$ cat config.mk
export PLATFORM = sky130hd
export DESIGN_NAME = square_decode
export DESIGN_NICKNAME = d
export VERILOG_FILES = /design/src/chess_pkg.sv /design/src/square_decode.sv
export VERILOG_INCLUDE_DIRS = /design/src /design/src/src
export SDC_FILE = /design/constraint.sdc
export NUM_CORES = 1
export LEC_CHECK = 0
export BUFFER_PORTS_ARGS = -buffer_cell sky130_fd_sc_hd__buf_2
export CAP_MARGIN = 20
export CORE_AREA = 2 2 208 210
export CTS_CLUSTER_DIAMETER = 30
export CTS_CLUSTER_SIZE = 28
export DETAILED_ROUTE_END_ITERATION = 10
export DIE_AREA = 0 0 210 212
export GPL_TIMING_DRIVEN = 1
export PLACE_DENSITY = 0.5
export SYNTH_ARGS = -nofsm -noshare
export SYNTH_HDL_FRONTEND = slang
export SYNTH_SLANG_ARGS = --single-unit
$ cat constraint.sdc
create_clock -name clk -period 9.94 [get_ports clk]
set_input_delay 2.485 -clock clk [delete_from_list [all_inputs] [get_ports clk]]
set_output_delay 2.485 -clock clk [all_outputs]
set_load 0.01 [all_outputs]
$ cat src/chess_consts.svh
`ifndef CHESS_CONSTS_SVH
`define CHESS_CONSTS_SVH

`define PIECE_BITS 4
`define BLACK_BIT  3

`define EMPTY_POSN 0
`define PIECE_PAWN 1
`define PIECE_KNIT 2
`define PIECE_BISH 3
`define PIECE_ROOK 4
`define PIECE_QUEN 5
`define PIECE_KING 6

`define MAX_MOVES 128

// (row step, column step) per entry, row 0 is white's home rank
`define QUEEN_DR '{-1, -1, -1,  0,  0,  1,  1,  1}
`define QUEEN_DC '{-1,  0,  1, -1,  1, -1,  0,  1}

`define ROOK_DR  '{ 0,  0,  1, -1}
`define ROOK_DC  '{ 1, -1,  0,  0}

`define BISH_DR  '{ 1,  1, -1, -1}
`define BISH_DC  '{ 1, -1,  1, -1}

`define KNIT_DR  '{-2, -1,  1,  2,  2,  1, -1, -2}
`define KNIT_DC  '{-1, -2, -2, -1,  1,  2,  2,  1}

`endif

$ cat src/chess_pkg.sv
`include "chess_consts.svh"

package chess_pkg;

   // one square of the board
   typedef logic [`PIECE_BITS-1:0] piece_t;

   // signed, so off-board steps fall outside 0..7
   typedef logic signed [4:0] coord_t;

   // square index, row * 8 + column
   typedef logic [5:0] sq_t;

   typedef piece_t [63:0] board_t;

   typedef logic [$clog2(`MAX_MOVES)-1:0] move_idx_t;

   // one piece handed from decode to execute
   typedef struct packed
   {
      logic       valid;
      piece_t     piece;
      logic [2:0] row;
      logic [2:0] col;
   } piece_req_t;

   // one entry of the move memory
   typedef struct packed
   {
      board_t board;
      logic   capture;
   } move_rec_t;

endpackage

$ cat src/square_decode.sv
`timescale 1ns/1ps
`include "chess_consts.svh"

module square_decode
  (
   input  logic                  clk,
   input  logic                  reset,
   input  logic                  board_valid,
   input  chess_pkg::board_t     board_in,
   input  logic                  white_to_move_in,
   input  logic                  clear_moves,
   input  logic                  piece_done,
   output chess_pkg::board_t     board,
   output logic                  white_to_move,
   output chess_pkg::piece_req_t req,
   output logic                  scan_start,
   output logic                  moves_ready
   );

   import chess_pkg::*;

   typedef enum logic [1:0] {S_IDLE, S_SCAN, S_WAIT, S_DONE} state_t;

   state_t state;
   sq_t    sq;
   piece_t sq_piece;
   logic   is_mover;
   logic   last_sq;

   assign sq_piece = board[sq];
   assign is_mover = (sq_piece != `EMPTY_POSN) &&
                     (sq_piece[`BLACK_BIT] == !white_to_move);
   assign last_sq  = (sq == 6'd63);

   always_ff @(posedge clk)
   begin
      if (state == S_IDLE && board_valid)
      begin
         board         <= board_in;
         white_to_move <= white_to_move_in;
      end
   end

   always_ff @(posedge clk)
   begin
      if (reset)
      begin
         state       <= S_IDLE;
         sq          <= '0;
         req.valid   <= 1'b0;
         scan_start  <= 1'b0;
         moves_ready <= 1'b0;
      end
      else
      begin
         req.valid  <= 1'b0;
         scan_start <= 1'b0;
         case (state)
            S_IDLE:
            begin
               sq <= '0;
               if (board_valid)
               begin
                  scan_start <= 1'b1; // clears the store count
                  state      <= S_SCAN;
               end
            end
            S_SCAN:
            begin
               req.piece <= sq_piece;
               req.row   <= sq[5:3];
               req.col   <= sq[2:0];
               if (is_mover)
               begin
                  req.valid <= 1'b1;
                  state     <= S_WAIT;
               end
               else if (last_sq)
               begin
                  moves_ready <= 1'b1;
                  state       <= S_DONE;
               end
               else
                  sq <= sq + 6'd1; // empty or opponent, one cycle
            end
            S_WAIT:
            begin
               if (piece_done && last_sq)
               begin
                  moves_ready <= 1'b1;
                  state       <= S_DONE;
               end
               else if (piece_done)
               begin
                  sq    <= sq + 6'd1;
                  state <= S_SCAN;
               end
            end
            S_DONE:
            begin
               if (clear_moves)
               begin
                  moves_ready <= 1'b0;
                  state       <= S_IDLE;
               end
            end
            default:
               state <= S_IDLE;
         endcase
      end
   end

endmodule

==> results.py <==
metrics = {
    "worst_setup_path": {
        "worstSetupStartpointType": "flip-flop",
        "crit_required_ns": 10.41,
        "path_class": "reg -> reg",
        "endpoint_kind": "flip-flop",
        "worstPathArrival_ns": 4.85,
        "crit_path_max_fanout": 36,
    },
    "timing": {
        "slew_headroom": 0.350,
        "slew_violations": 0,
        "hold_ws_ns": 0.480,
        "fin_crit_ns": 4.37,
        "setup_violations": 0,
        "final-hold-violation-count": 0,
        "finalSetupTns_ns": 0,
        "finalCritPeriodShare": 0.440,
        "tightest_slew_ns": 0.974,
        "rsz0062_at_grt": "false",
        "fin_worst_skew_ns": 0.0325,
        "max_clock_freq_mhz": 229,
    },
    "die": {
        "boundaryPins": 532,
        "placementRows": 76,
        "core_mm2": 0.0425,
        "initial_core_util": 0.260,
        "die_w_um": 210,
        "die_area_mm2": 0.0445,
        "dieHeight_um": 212,
    },
    "synth": {
        "synth_area_leaders": "edfxtp_1 (73%), mux4_2 (9.8%), dfxtp_1 (2.0%)",
        "synth_top_cell_by_area": "edfxtp_1",
        "synthCells": 567,
        "ys_types": 59,
        "synthArstFlopShare": 0,
        "synth_seq_cells": 278,
        "synth_nets": 836,
        "synth_edf_count": 267,
        "yosysWarnings": 0,
        "synth_top_area_frac": 0.726,
        "syn_area_per_cell_um2": 19.5,
        "mappedNetlistArea_mm2": 0.0110,
        "ys.flop_type": "edfxtp_1",
        "ys_seq_area_frac": 0.746,
    },
    "cts": {
        "cts_num_sinks": 278,
        "cts_resized": 0,
        "hold_buffers": 0,
        "postCtsSetupBuffers": 0,
        "clk_pin_slew_ns": 0.04,
        "cts_tree": "yes",
        "htreeDepth": 3,
        "insertion_delay_ns": 0.58,
        "cts_max_path_buffers": 3,
        "root_buffer": "clkbuf_16",
        "numCtsBuffers": 73,
    },
    "power_and_ir_drop": {
        "swShare": 0.277,
        "p_int_mw": 3.76,
        "p_comb_frac": 0.183,
        "p_clk_frac": 0.473,
        "ir_drop_mv": 0.173,
        "cellLeakagePower_nw": 6.79,
        "power.share.sequential": 0.344,
        "p_total_mw": 5.19,
        "switching_power_mw": 1.44,
        "power.density_mw_per_mm2": 307,
    },
    "outcome": {
        "status": "completed",
    },
    "final_layout": {
        "design_area_mm2": 0.0169,
        "nets": 1423,
        "area_delta_synth_final_pct": 53.0,
        "final_cells": 1759,
        "drive_gt1_frac": 0.595,
    },
    "grt": {
        "track_usage": 0.184,
        "grt_max_degree": 147,
        "grt_pass1_wl_mm": 58.0,
        "grt_antenna_before_repair": 5,
        "grt_overflow": 0,
        "grt_pass1_vias": 8601,
    },
    "drt": {
        "viasPerCell": 4.58,
        "drc_errors": 0,
        "routed_wl_mm": 42.0,
        "vias": 8050,
        "drt_iter0_drc": 486,
        "ant_nets": 0,
        "avgRoutedWirePerCell_um": 23.9,
        "first_pass_iters": 5,
    },
    "place": {
        "gp_congestion": 0.815,
        "hpwlAfterDp_mm": 31.5,
        "placed_cells": 1624,
        "io_buffers": 531,
        "post_dp_cell_area_mm2": 0.0143,
    },
    "job": {
        "maxCapViolations": 0,
    },
    "hold_path": {
        "hold_class": "reg -> reg",
    },
}
[placed cells by master (no fill, tap or decap), drive strengths merged, types with 4 or more instances in the layout]
cell type  Yosys  layout
buf           18     541
edfxtp       267     267
clkbuf        11      88
mux4          53      53
nand2         27      27
clkinv         0      22
mux2i         21      21
nand3         17      17
bufinv         0      14
nor2          12      12
a21oi         12      12
inv            9      12
dfxtp         11      11
nand2b         8       8
nand4          7       7
nor2b          7       7
ha             7       7
nand3b         6       6
a22oi          6       6
o21ai          5       5
a31oi          5       5
mux2           4       4
clkinvlp       0       4
[power groups by stage]
stage	Combinational, mW	Sequential (mW)	Clock [mW]
2_1_floorplan	0.454	1.89	0
3_3_place_gp	0.966	1.81	0
3_5_place_dp	0.976	1.81	0
4_1_cts	0.979	1.79	2.50
5_1_grt	1.03	1.82	2.56
6_report	0.951	1.79	2.46
[through the flow]
stage	setup slack, ns	util
final	5.57	0.398
after global routing	5.29	0.398
after CTS	5.50	0.397
after detailed placement	5.37	0.337
after global placement	5.46	0.337
after floorplan	1.02	-
[critical path: stages, from the launching register on]
cell,delay (ns)
dfxtp_4,0.67
buf_4,0.60
mux4_2,0.64
or3b_2,0.25
nand4_1,0.09
a221oi_1,0.25
nand4_1,0.30
o311ai_4,0.51
a21oi_4,0.15
or3b_4,0.43
o41ai_2,0.28
[layout make-up]
| type | count | area, um2 |
|---|---|---|
| Antenna cell | 3 | 7.51 |
| Clock buffer | 88 | 1970 |
| Clock inverter | 43 | 602 |
| Fill cell | 3984 | 25600 |
| Inverter | 9 | 33.8 |
| Multi-Input combinational cell | 251 | 2610 |
| Sequential cell | 278 | 8250 |
| Tap cell | 546 | 683 |
| Timing Repair Buffer | 541 | 2750 |
[cell usage after synthesis, drive strengths merged (2+ instances only)]
library cell / instances
or3: 3
nand4: 7
nor2b: 7
and3: 3
clkbuf: 11
a22o: 2
nor3b: 3
nor4bb: 2
buf: 18
nor3: 3
a31oi: 5
o32ai: 3
inv: 9
or2: 2
nand3b: 6
o2111ai: 2
or3b: 3
a221oi: 2
mux2i: 21
nor2: 12
o2111a: 2
a2111oi: 2
nand2b: 8
a22oi: 6
nand2: 27
dfxtp: 11
ha: 7
nand3: 17
o22ai: 3
mux2: 4
edfxtp: 267
mux4: 53
and2b: 2
a21oi: 12
o21ai: 5
[registers in the layout (all words and copies together), names as in the netlist]
signal,cells
board,256
req,11
sq,6
state,2
moves_ready,1
scan_start,1
white_to_move,1
[path summary, 6_finish.rpt]
path / startpoint / to / slack, ns / cells after the start
worst min register to register: moves_ready / moves_ready / 0.48 / 2
worst min-delay path: moves_ready / moves_ready / 0.48 / 2
worst max-delay path: sq[0] / sq[5] / 5.57 / 10
worst max register to register: sq[0] / sq[5] / 5.57 / 10
[kinds of logic (layout without fill, tap and decap cells)]
logic type	count (synthesis)	after routing	synth area share
flip-flops	278	278	0.746
AND/OR/NAND/NOR	112	112	0.0567
multiplexers	78	78	0.133
AO/OA/AOI/OAI	54	54	0.0387
buffers and inverters	38	681	0.0181
adder cells (fa/ha/maj)	7	7	0.00793
other	0	3	0
[metal layers]
metal | up-vias | share of wire | GRT usage
met2 | 423 | 0.50 | 0.303
met4 | 2 | 0.029 | 0.0753
met5 | - | 0.00031 | 0
met1 | 3992 | 0.39 | 0.221
li1 | 3550 | - | -
met3 | 83 | 0.077 | 0.0651
No activity file was read; power rests on OpenSTA's default activity.
