--- config.mk ---
export PLATFORM = sky130hd
export DESIGN_NAME = move_execute
export DESIGN_NICKNAME = d
export VERILOG_FILES = /design/src/chess_pkg.sv /design/src/move_execute.sv
export VERILOG_INCLUDE_DIRS = /design/src /design/src/src
export SDC_FILE = /design/constraint.sdc
export NUM_CORES = 1
export LEC_CHECK = 0
export BUFFER_PORTS_ARGS = -buffer_cell sky130_fd_sc_hd__buf_4
export CAP_MARGIN = 40
export CORE_UTILIZATION = 35
export DETAILED_ROUTE_END_ITERATION = 7
export RECOVER_POWER = 25
export SKIP_CTS_REPAIR_TIMING = 1
export SYNTH_ARGS = -nofsm -noshare
export SYNTH_HDL_FRONTEND = slang
export SYNTH_SLANG_ARGS = --single-unit
--- constraint.sdc ---
create_clock -name clk -period 4.3 [get_ports clk]
set_input_delay 0.86 -clock clk [delete_from_list [all_inputs] [get_ports clk]]
set_output_delay 0.86 -clock clk [all_outputs]
set_load 0.02 [all_outputs]
--- src/chess_consts.svh ---
`ifndef CHESS_CONSTS_SVH
`define CHESS_CONSTS_SVH

`define PIECE_BITS 4
`define BLACK_BIT  3

`define EMPTY_POSN 0
`define PIECE_PAWN 1
`define PIECE_KNIT 2
`define PIECE_BISH 3
`define PIECE_ROOK 4
`define PIECE_QUEN 5
`define PIECE_KING 6

`define MAX_MOVES 128

// (row step, column step) per entry, row 0 is white's home rank
`define QUEEN_DR '{-1, -1, -1,  0,  0,  1,  1,  1}
`define QUEEN_DC '{-1,  0,  1, -1,  1, -1,  0,  1}

`define ROOK_DR  '{ 0,  0,  1, -1}
`define ROOK_DC  '{ 1, -1,  0,  0}

`define BISH_DR  '{ 1,  1, -1, -1}
`define BISH_DC  '{ 1, -1,  1, -1}

`define KNIT_DR  '{-2, -1,  1,  2,  2,  1, -1, -2}
`define KNIT_DC  '{-1, -2, -2, -1,  1,  2,  2,  1}

`endif

--- src/chess_pkg.sv ---
`include "chess_consts.svh"

package chess_pkg;

   // one square of the board
   typedef logic [`PIECE_BITS-1:0] piece_t;

   // signed, so off-board steps fall outside 0..7
   typedef logic signed [4:0] coord_t;

   // square index, row * 8 + column
   typedef logic [5:0] sq_t;

   typedef piece_t [63:0] board_t;

   typedef logic [$clog2(`MAX_MOVES)-1:0] move_idx_t;

   // one piece handed from decode to execute
   typedef struct packed
   {
      logic       valid;
      piece_t     piece;
      logic [2:0] row;
      logic [2:0] col;
   } piece_req_t;

   // one entry of the move memory
   typedef struct packed
   {
      board_t board;
      logic   capture;
   } move_rec_t;

endpackage

--- src/move_execute.sv ---
`timescale 1ns/1ps
`include "chess_consts.svh"

module move_execute
  (
   input  logic                  clk,
   input  logic                  reset,
   input  chess_pkg::board_t     board,
   input  logic                  white_to_move,
   input  chess_pkg::piece_req_t req,
   output chess_pkg::move_rec_t  wr,
   output logic                  wr_en,
   output logic                  piece_done
   );

   import chess_pkg::*;

   localparam logic signed [2:0] queen_dr [0:7] = `QUEEN_DR;
   localparam logic signed [2:0] queen_dc [0:7] = `QUEEN_DC;
   localparam logic signed [2:0] rook_dr [0:3]  = `ROOK_DR;
   localparam logic signed [2:0] rook_dc [0:3]  = `ROOK_DC;
   localparam logic signed [2:0] bish_dr [0:3]  = `BISH_DR;
   localparam logic signed [2:0] bish_dc [0:3]  = `BISH_DC;
   localparam logic signed [2:0] knit_dr [0:7]  = `KNIT_DR;
   localparam logic signed [2:0] knit_dc [0:7]  = `KNIT_DC;

   typedef enum logic [1:0] {E_IDLE, E_WALK, E_PAWN} state_t;

   state_t     state;
   piece_t     piece;
   logic [2:0] ptype;
   coord_t     src_row;
   coord_t     src_col;
   coord_t     cur_row;
   coord_t     cur_col;
   logic [2:0] dir_idx;
   logic [2:0] next_dir;
   logic [1:0] pawn_step;

   coord_t     fwd;
   coord_t     home_row;
   coord_t     mid_row;
   coord_t     tgt_row;
   coord_t     tgt_col;
   sq_t        src_sq;
   sq_t        tgt_sq;
   sq_t        mid_sq;
   piece_t     tgt_piece;
   logic       on_board;
   logic       tgt_empty;
   logic       tgt_opp;
   logic       mid_empty;
   logic       slides;
   logic       keep_going;
   logic       last_dir;
   logic       walk_ok;
   logic       pawn_ok;
   board_t     next_board;

   // king shares the queen table, one step only
   function automatic coord_t dir_row(input logic [2:0] kind, input logic [2:0] i);
      case (kind)
         `PIECE_ROOK: return rook_dr[i[1:0]];
         `PIECE_BISH: return bish_dr[i[1:0]];
         `PIECE_KNIT: return knit_dr[i];
         default:     return queen_dr[i];
      endcase
   endfunction

   function automatic coord_t dir_col(input logic [2:0] kind, input logic [2:0] i);
      case (kind)
         `PIECE_ROOK: return rook_dc[i[1:0]];
         `PIECE_BISH: return bish_dc[i[1:0]];
         `PIECE_KNIT: return knit_dc[i];
         default:     return queen_dc[i];
      endcase
   endfunction

   assign ptype    = piece[2:0];
   assign next_dir = dir_idx + 3'd1;
   assign fwd      = white_to_move ? 5'sd1 : -5'sd1;
   assign home_row = white_to_move ? 5'sd1 : 5'sd6;
   assign mid_row  = src_row + fwd;

   assign slides   = (ptype == `PIECE_QUEN) || (ptype == `PIECE_ROOK) ||
                     (ptype == `PIECE_BISH);
   assign last_dir = ((ptype == `PIECE_ROOK) || (ptype == `PIECE_BISH)) ?
                     (dir_idx == 3'd3) : (dir_idx == 3'd7);

   // pawn targets follow the step, walkers use the running square
   always_comb
   begin
      tgt_row = cur_row;
      tgt_col = cur_col;
      if (state == E_PAWN)
      begin
         tgt_row = mid_row;
         tgt_col = src_col;
         case (pawn_step)
            2'd0: tgt_row = mid_row + fwd; // double advance
            2'd1: tgt_col = src_col - 5'sd1;
            2'd2: tgt_col = src_col;
            2'd3: tgt_col = src_col + 5'sd1;
         endcase
      end
   end

   assign on_board  = (tgt_row >= 0) && (tgt_row <= 7) && (tgt_col >= 0) && (tgt_col <= 7);
   assign src_sq    = {src_row[2:0], src_col[2:0]};
   assign tgt_sq    = {tgt_row[2:0], tgt_col[2:0]};
   assign mid_sq    = {mid_row[2:0], src_col[2:0]};
   assign tgt_piece = board[tgt_sq];
   assign tgt_empty = (tgt_piece == `EMPTY_POSN);
   assign tgt_opp   = !tgt_empty && (tgt_piece[`BLACK_BIT] == white_to_move);
   assign mid_empty = (board[mid_sq] == `EMPTY_POSN);

   assign keep_going = slides && on_board && tgt_empty;
   assign walk_ok    = on_board && (tgt_empty || tgt_opp);
   assign pawn_ok    = on_board &&
                       ((pawn_step == 2'd0) ? (src_row == home_row) && mid_empty && tgt_empty :
                        (pawn_step == 2'd2) ? tgt_empty : tgt_opp);

   always_comb
   begin
      next_board         = board;
      next_board[src_sq] = piece_t'(`EMPTY_POSN);
      next_board[tgt_sq] = piece;
   end

   always_ff @(posedge clk)
   begin
      if (reset)
      begin
         state      <= E_IDLE;
         wr_en      <= 1'b0;
         piece_done <= 1'b0;
      end
      else
      begin
         wr_en      <= 1'b0;
         piece_done <= 1'b0;
         case (state)
            E_IDLE:
            begin
               if (req.valid && req.piece[2:0] == `PIECE_PAWN)
                  state <= E_PAWN;
               else if (req.valid)
                  state <= E_WALK;
            end
            E_WALK:
            begin
               wr_en <= walk_ok;
               if (!keep_going && last_dir)
               begin
                  piece_done <= 1'b1; // same cycle as the last write
                  state      <= E_IDLE;
               end
            end
            E_PAWN:
            begin
               wr_en <= pawn_ok;
               if (pawn_step == 2'd3)
               begin
                  piece_done <= 1'b1;
                  state      <= E_IDLE;
               end
            end
            default:
               state <= E_IDLE;
         endcase
      end
   end

   always_ff @(posedge clk)
   begin
      wr.board   <= next_board;
      wr.capture <= tgt_opp;
      case (state)
         E_IDLE:
         begin
            piece     <= req.piece;
            src_row   <= coord_t'({2'b00, req.row});
            src_col   <= coord_t'({2'b00, req.col});
            cur_row   <= coord_t'({2'b00, req.row}) + dir_row(req.piece[2:0], 3'd0);
            cur_col   <= coord_t'({2'b00, req.col}) + dir_col(req.piece[2:0], 3'd0);
            dir_idx   <= '0;
            pawn_step <= '0;
         end
         E_WALK:
         begin
            if (keep_going)
            begin
               cur_row <= cur_row + dir_row(ptype, dir_idx);
               cur_col <= cur_col + dir_col(ptype, dir_idx);
            end
            else
            begin
               dir_idx <= next_dir; // restart from the source square
               cur_row <= src_row + dir_row(ptype, next_dir);
               cur_col <= src_col + dir_col(ptype, next_dir);
            end
         end
         default:
            pawn_step <= pawn_step + 2'd1;
      endcase
   end

endmodule

==> reports/results.ini <==
[placed_design]
placedCellCount=3240
gp_congestion=0.996
dpl_cell_area_um2=20900
port_buffers=528
hpwlAfterDp_mm=68.8

[run_status]
status=finished, final reports clean

[sta]
timing_hold_violations_final=0
tns_ns=0
setup_viol=0
slew-limit-headroom_pct=34.5
finalMaxSlewViolations=0
min_period_ns=4.17
finalCritPeriodShare_pct=97.0
worstMarginPinSlew_ns=0.981
rsz0062_at_grt=false
max_freq_mhz=240
fin_worst_skew_ns=0.0267

[floorplanning]
die_x_um=213
design.die.area_um2=45600
initial_core_util_pct=35.5
die_y_um=213
rows=77
coreArea_um2=44100
num_io_pins=529

[yosys]
yosys.cell_types.count=82
synth_area_um2=15600
yosysTopAreaCell=dfxtp_1
synthTopCellsByCount=nand2_1, o21ai_0, dfxtp_1
async_flop_share_pct=0
yosysMostFrequentCell=nand2_1
syn_avg_cell_area_um2=7.44
synth_edf_count=25
synthTopCellsByArea=dfxtp_1, nand2_1, o21ai_0
synth_ff_type=dfxtp_1
netlist.area_leader.share_pct=33.4
synth-seq-area-share_pct=38.2
syn_nets=2420
yosysWarnings=0
ys_seq_elements=286
synthCells=2102

[cts]
cts.sinks=286
cts_root_buf=clkbuf_16
htree_levels=2
numCtsBuffers=34
cts_tree=built
clk_pin_slew_worst_paths_ns=0.06
clockBufferDepth=3
clock_latency_ns=0.57

[run]
maxCapViolations=0

[routing]
wl_per_cell_um=26.5
drt_iter0_markers=1929
firstDrtPassIters=5
vias=18747
drc=0
via_per_inst=5.67
drt-total-wl_mm=87.7
ant_nets=0

[worst_setup_path]
crit_chain=ha_1 -> or3_1 -> a31oi_4 -> clkbuf_16 -> mux2i_1 -> nor3_1 -> a211oi_1 -> o221ai_1 -> nor4_4 -> nand4_2 -> buf_12 -> mux2i_1 -> a21oi_1
crit_fanout=16
crit_path_end_kind=register
rr_startpoint=pawn_step[0]
r2r_setup_slack_ns=0.13
crit_required_ns=4.57
arrival_ns=4.44
crit_top_cell=mux2i_1
critPathLaunchType=register
crit_slowest_cell=a211oi_1
crit_type=reg2reg
critical_path.max_stage_delay_ns=0.48
reg2reg_depth=13
reg2reg_to=cur_col[3]

[min_path]
whs_path_depth=1
min_from=state[1]
worstHoldEndpoint=state[1]
hp-class=reg2reg

[power_and_ir_drop]
ir_worst_vdd_uv=321
power.leakage_nw=9.54
powerDensity_nw_per_um2=514

[finish]
finish.instance_area_um2=21700
stdcell_count=3304
nFillCells=4495
area_growth_pct=38.9
regArea_um2=5980
layout-drive-gt1-share_pct=23.6
multi_input_comb_area_um2=9220
nNetsFinal=3007

[global_routing]
grt_pass1_wl_mm=121
overflow=0
grt_antenna_before_repair=4
grt_start_max_net_pins=63
first_global_vias=17555
grt_usage_pct=36.9

[through the flow]
step                      util (%)  power [mW]  setup slack (ns)  hold WS (ns)
after floorplan                  -        5.83           0.00114         0.458
after global placement        47.2        7.99            -0.205         0.480
after detailed placement      47.3        8.04            -0.241         0.492
after CTS                     49.9        11.1           -0.0256         0.460
after global routing          49.3        11.6            0.0111         0.497
final                         49.3        11.2             0.128         0.502
[cell families (layout without fill, tap and decap cells)]
logic type	count (synthesis)	count (layout)	synth area share, %
compound gates	547	547	21.3
xor+xnor	28	28	1.57
fa+ha+maj	48	48	4.17
buf+inv	135	743	3.78
flops	286	286	38.2
mux	79	79	5.34
other cells	0	2	0
simple gates	979	979	25.7
[worst max-delay path, delay by kind of cell (launching register included)]
kind | cells | cell delay [ns]
AOI/OAI and AO/OA | 4 | 1.09
and+or+nand+nor | 4 | 1.10
adders and majority gates | 1 | 0.32
buffers and inverters | 2 | 0.46
muxes | 2 | 0.45
DFF | 1 | 0.44
[where the power goes]
part	switching, mW	internal, mW
clock network	1.22	1.82
registers	0.212	3.05
logic	3.08	1.79
[flip-flops by register name, indices dropped and copies added, names as in the netlist]
| register | count |
|---|---|
| piece_done | 1 |
| state | 2 |
| cur_row | 5 |
| wr_en | 1 |
| pawn_step | 2 |
| src_row | 3 |
| cur_col | 5 |
| wr | 257 |
| piece | 4 |
| src_col | 3 |
| dir_idx | 3 |
[cell usage in the layout (no fill, tap or decap), types with 6 or more instances in the layout]
| cell | netlist | layout |
|---|---|---|
| o211ai_1 | 6 | 6 |
| buf_4 | 9 | 519 |
| a211oi_1 | 12 | 12 |
| nor3_1 | 79 | 73 |
| a21oi_1 | 57 | 57 |
| fa_1 | 7 | 6 |
| xnor2_1 | 14 | 13 |
| o22ai_1 | 9 | 9 |
| nand4_1 | 20 | 20 |
| o21ai_0 | 325 | 324 |
| o32ai_1 | 8 | 8 |
| clkbuf_16 | 0 | 36 |
| ha_1 | 41 | 39 |
| o31ai_1 | 15 | 15 |
| inv_1 | 33 | 33 |
| edfxtp_1 | 25 | 25 |
| nand2b_1 | 10 | 10 |
| clkbuf_1 | 59 | 122 |
| nand2_1 | 694 | 693 |
| or2_2 | 8 | 7 |
| xor2_1 | 14 | 14 |
| mux2i_1 | 70 | 68 |
| a31oi_1 | 7 | 6 |
| dfxtp_1 | 261 | 261 |
| a21o_1 | 8 | 8 |
| nand3_1 | 23 | 23 |
| a221oi_1 | 9 | 8 |
| o41ai_1 | 27 | 27 |
| nor2_1 | 115 | 112 |
| nor3_2 | 1 | 6 |
[final cells by class]
type,count,area share (%)
multi-input cells,1681,42.4
flip-flops and latches,286,27.5
repair buffers,649,20.8
clock buffers,47,4.47
well taps,592,3.41
clock inverters,10,0.789
inverters,37,0.639
diodes,2,0.0230
[layer usage]
layer  share of wire (%)  track usage (%)  up-vias
met2                  46             60.0     1129
met5               0.033                0        -
li1                    -                -     8520
met4                 5.0             18.3        4
met3                 8.9             6.81      213
met1                  40             46.8     8881
[worst max-delay path by stage]
stage / start / endpoint / slack (ns) / cells after the start
2_1_floorplan: white_to_move / cur_col[3] / 0.001 / 17
3_3_place_gp: white_to_move / cur_row[0] / -0.21 / 17
3_5_place_dp: white_to_move / cur_col[3] / -0.24 / 17
4_1_cts: pawn_step[0] / cur_col[3] / -0.03 / 14
5_1_grt: pawn_step[0] / cur_row[3] / 0.01 / 14
6_report: pawn_step[0] / cur_col[3] / 0.13 / 13
No activity file was read; power rests on OpenSTA's default activity.
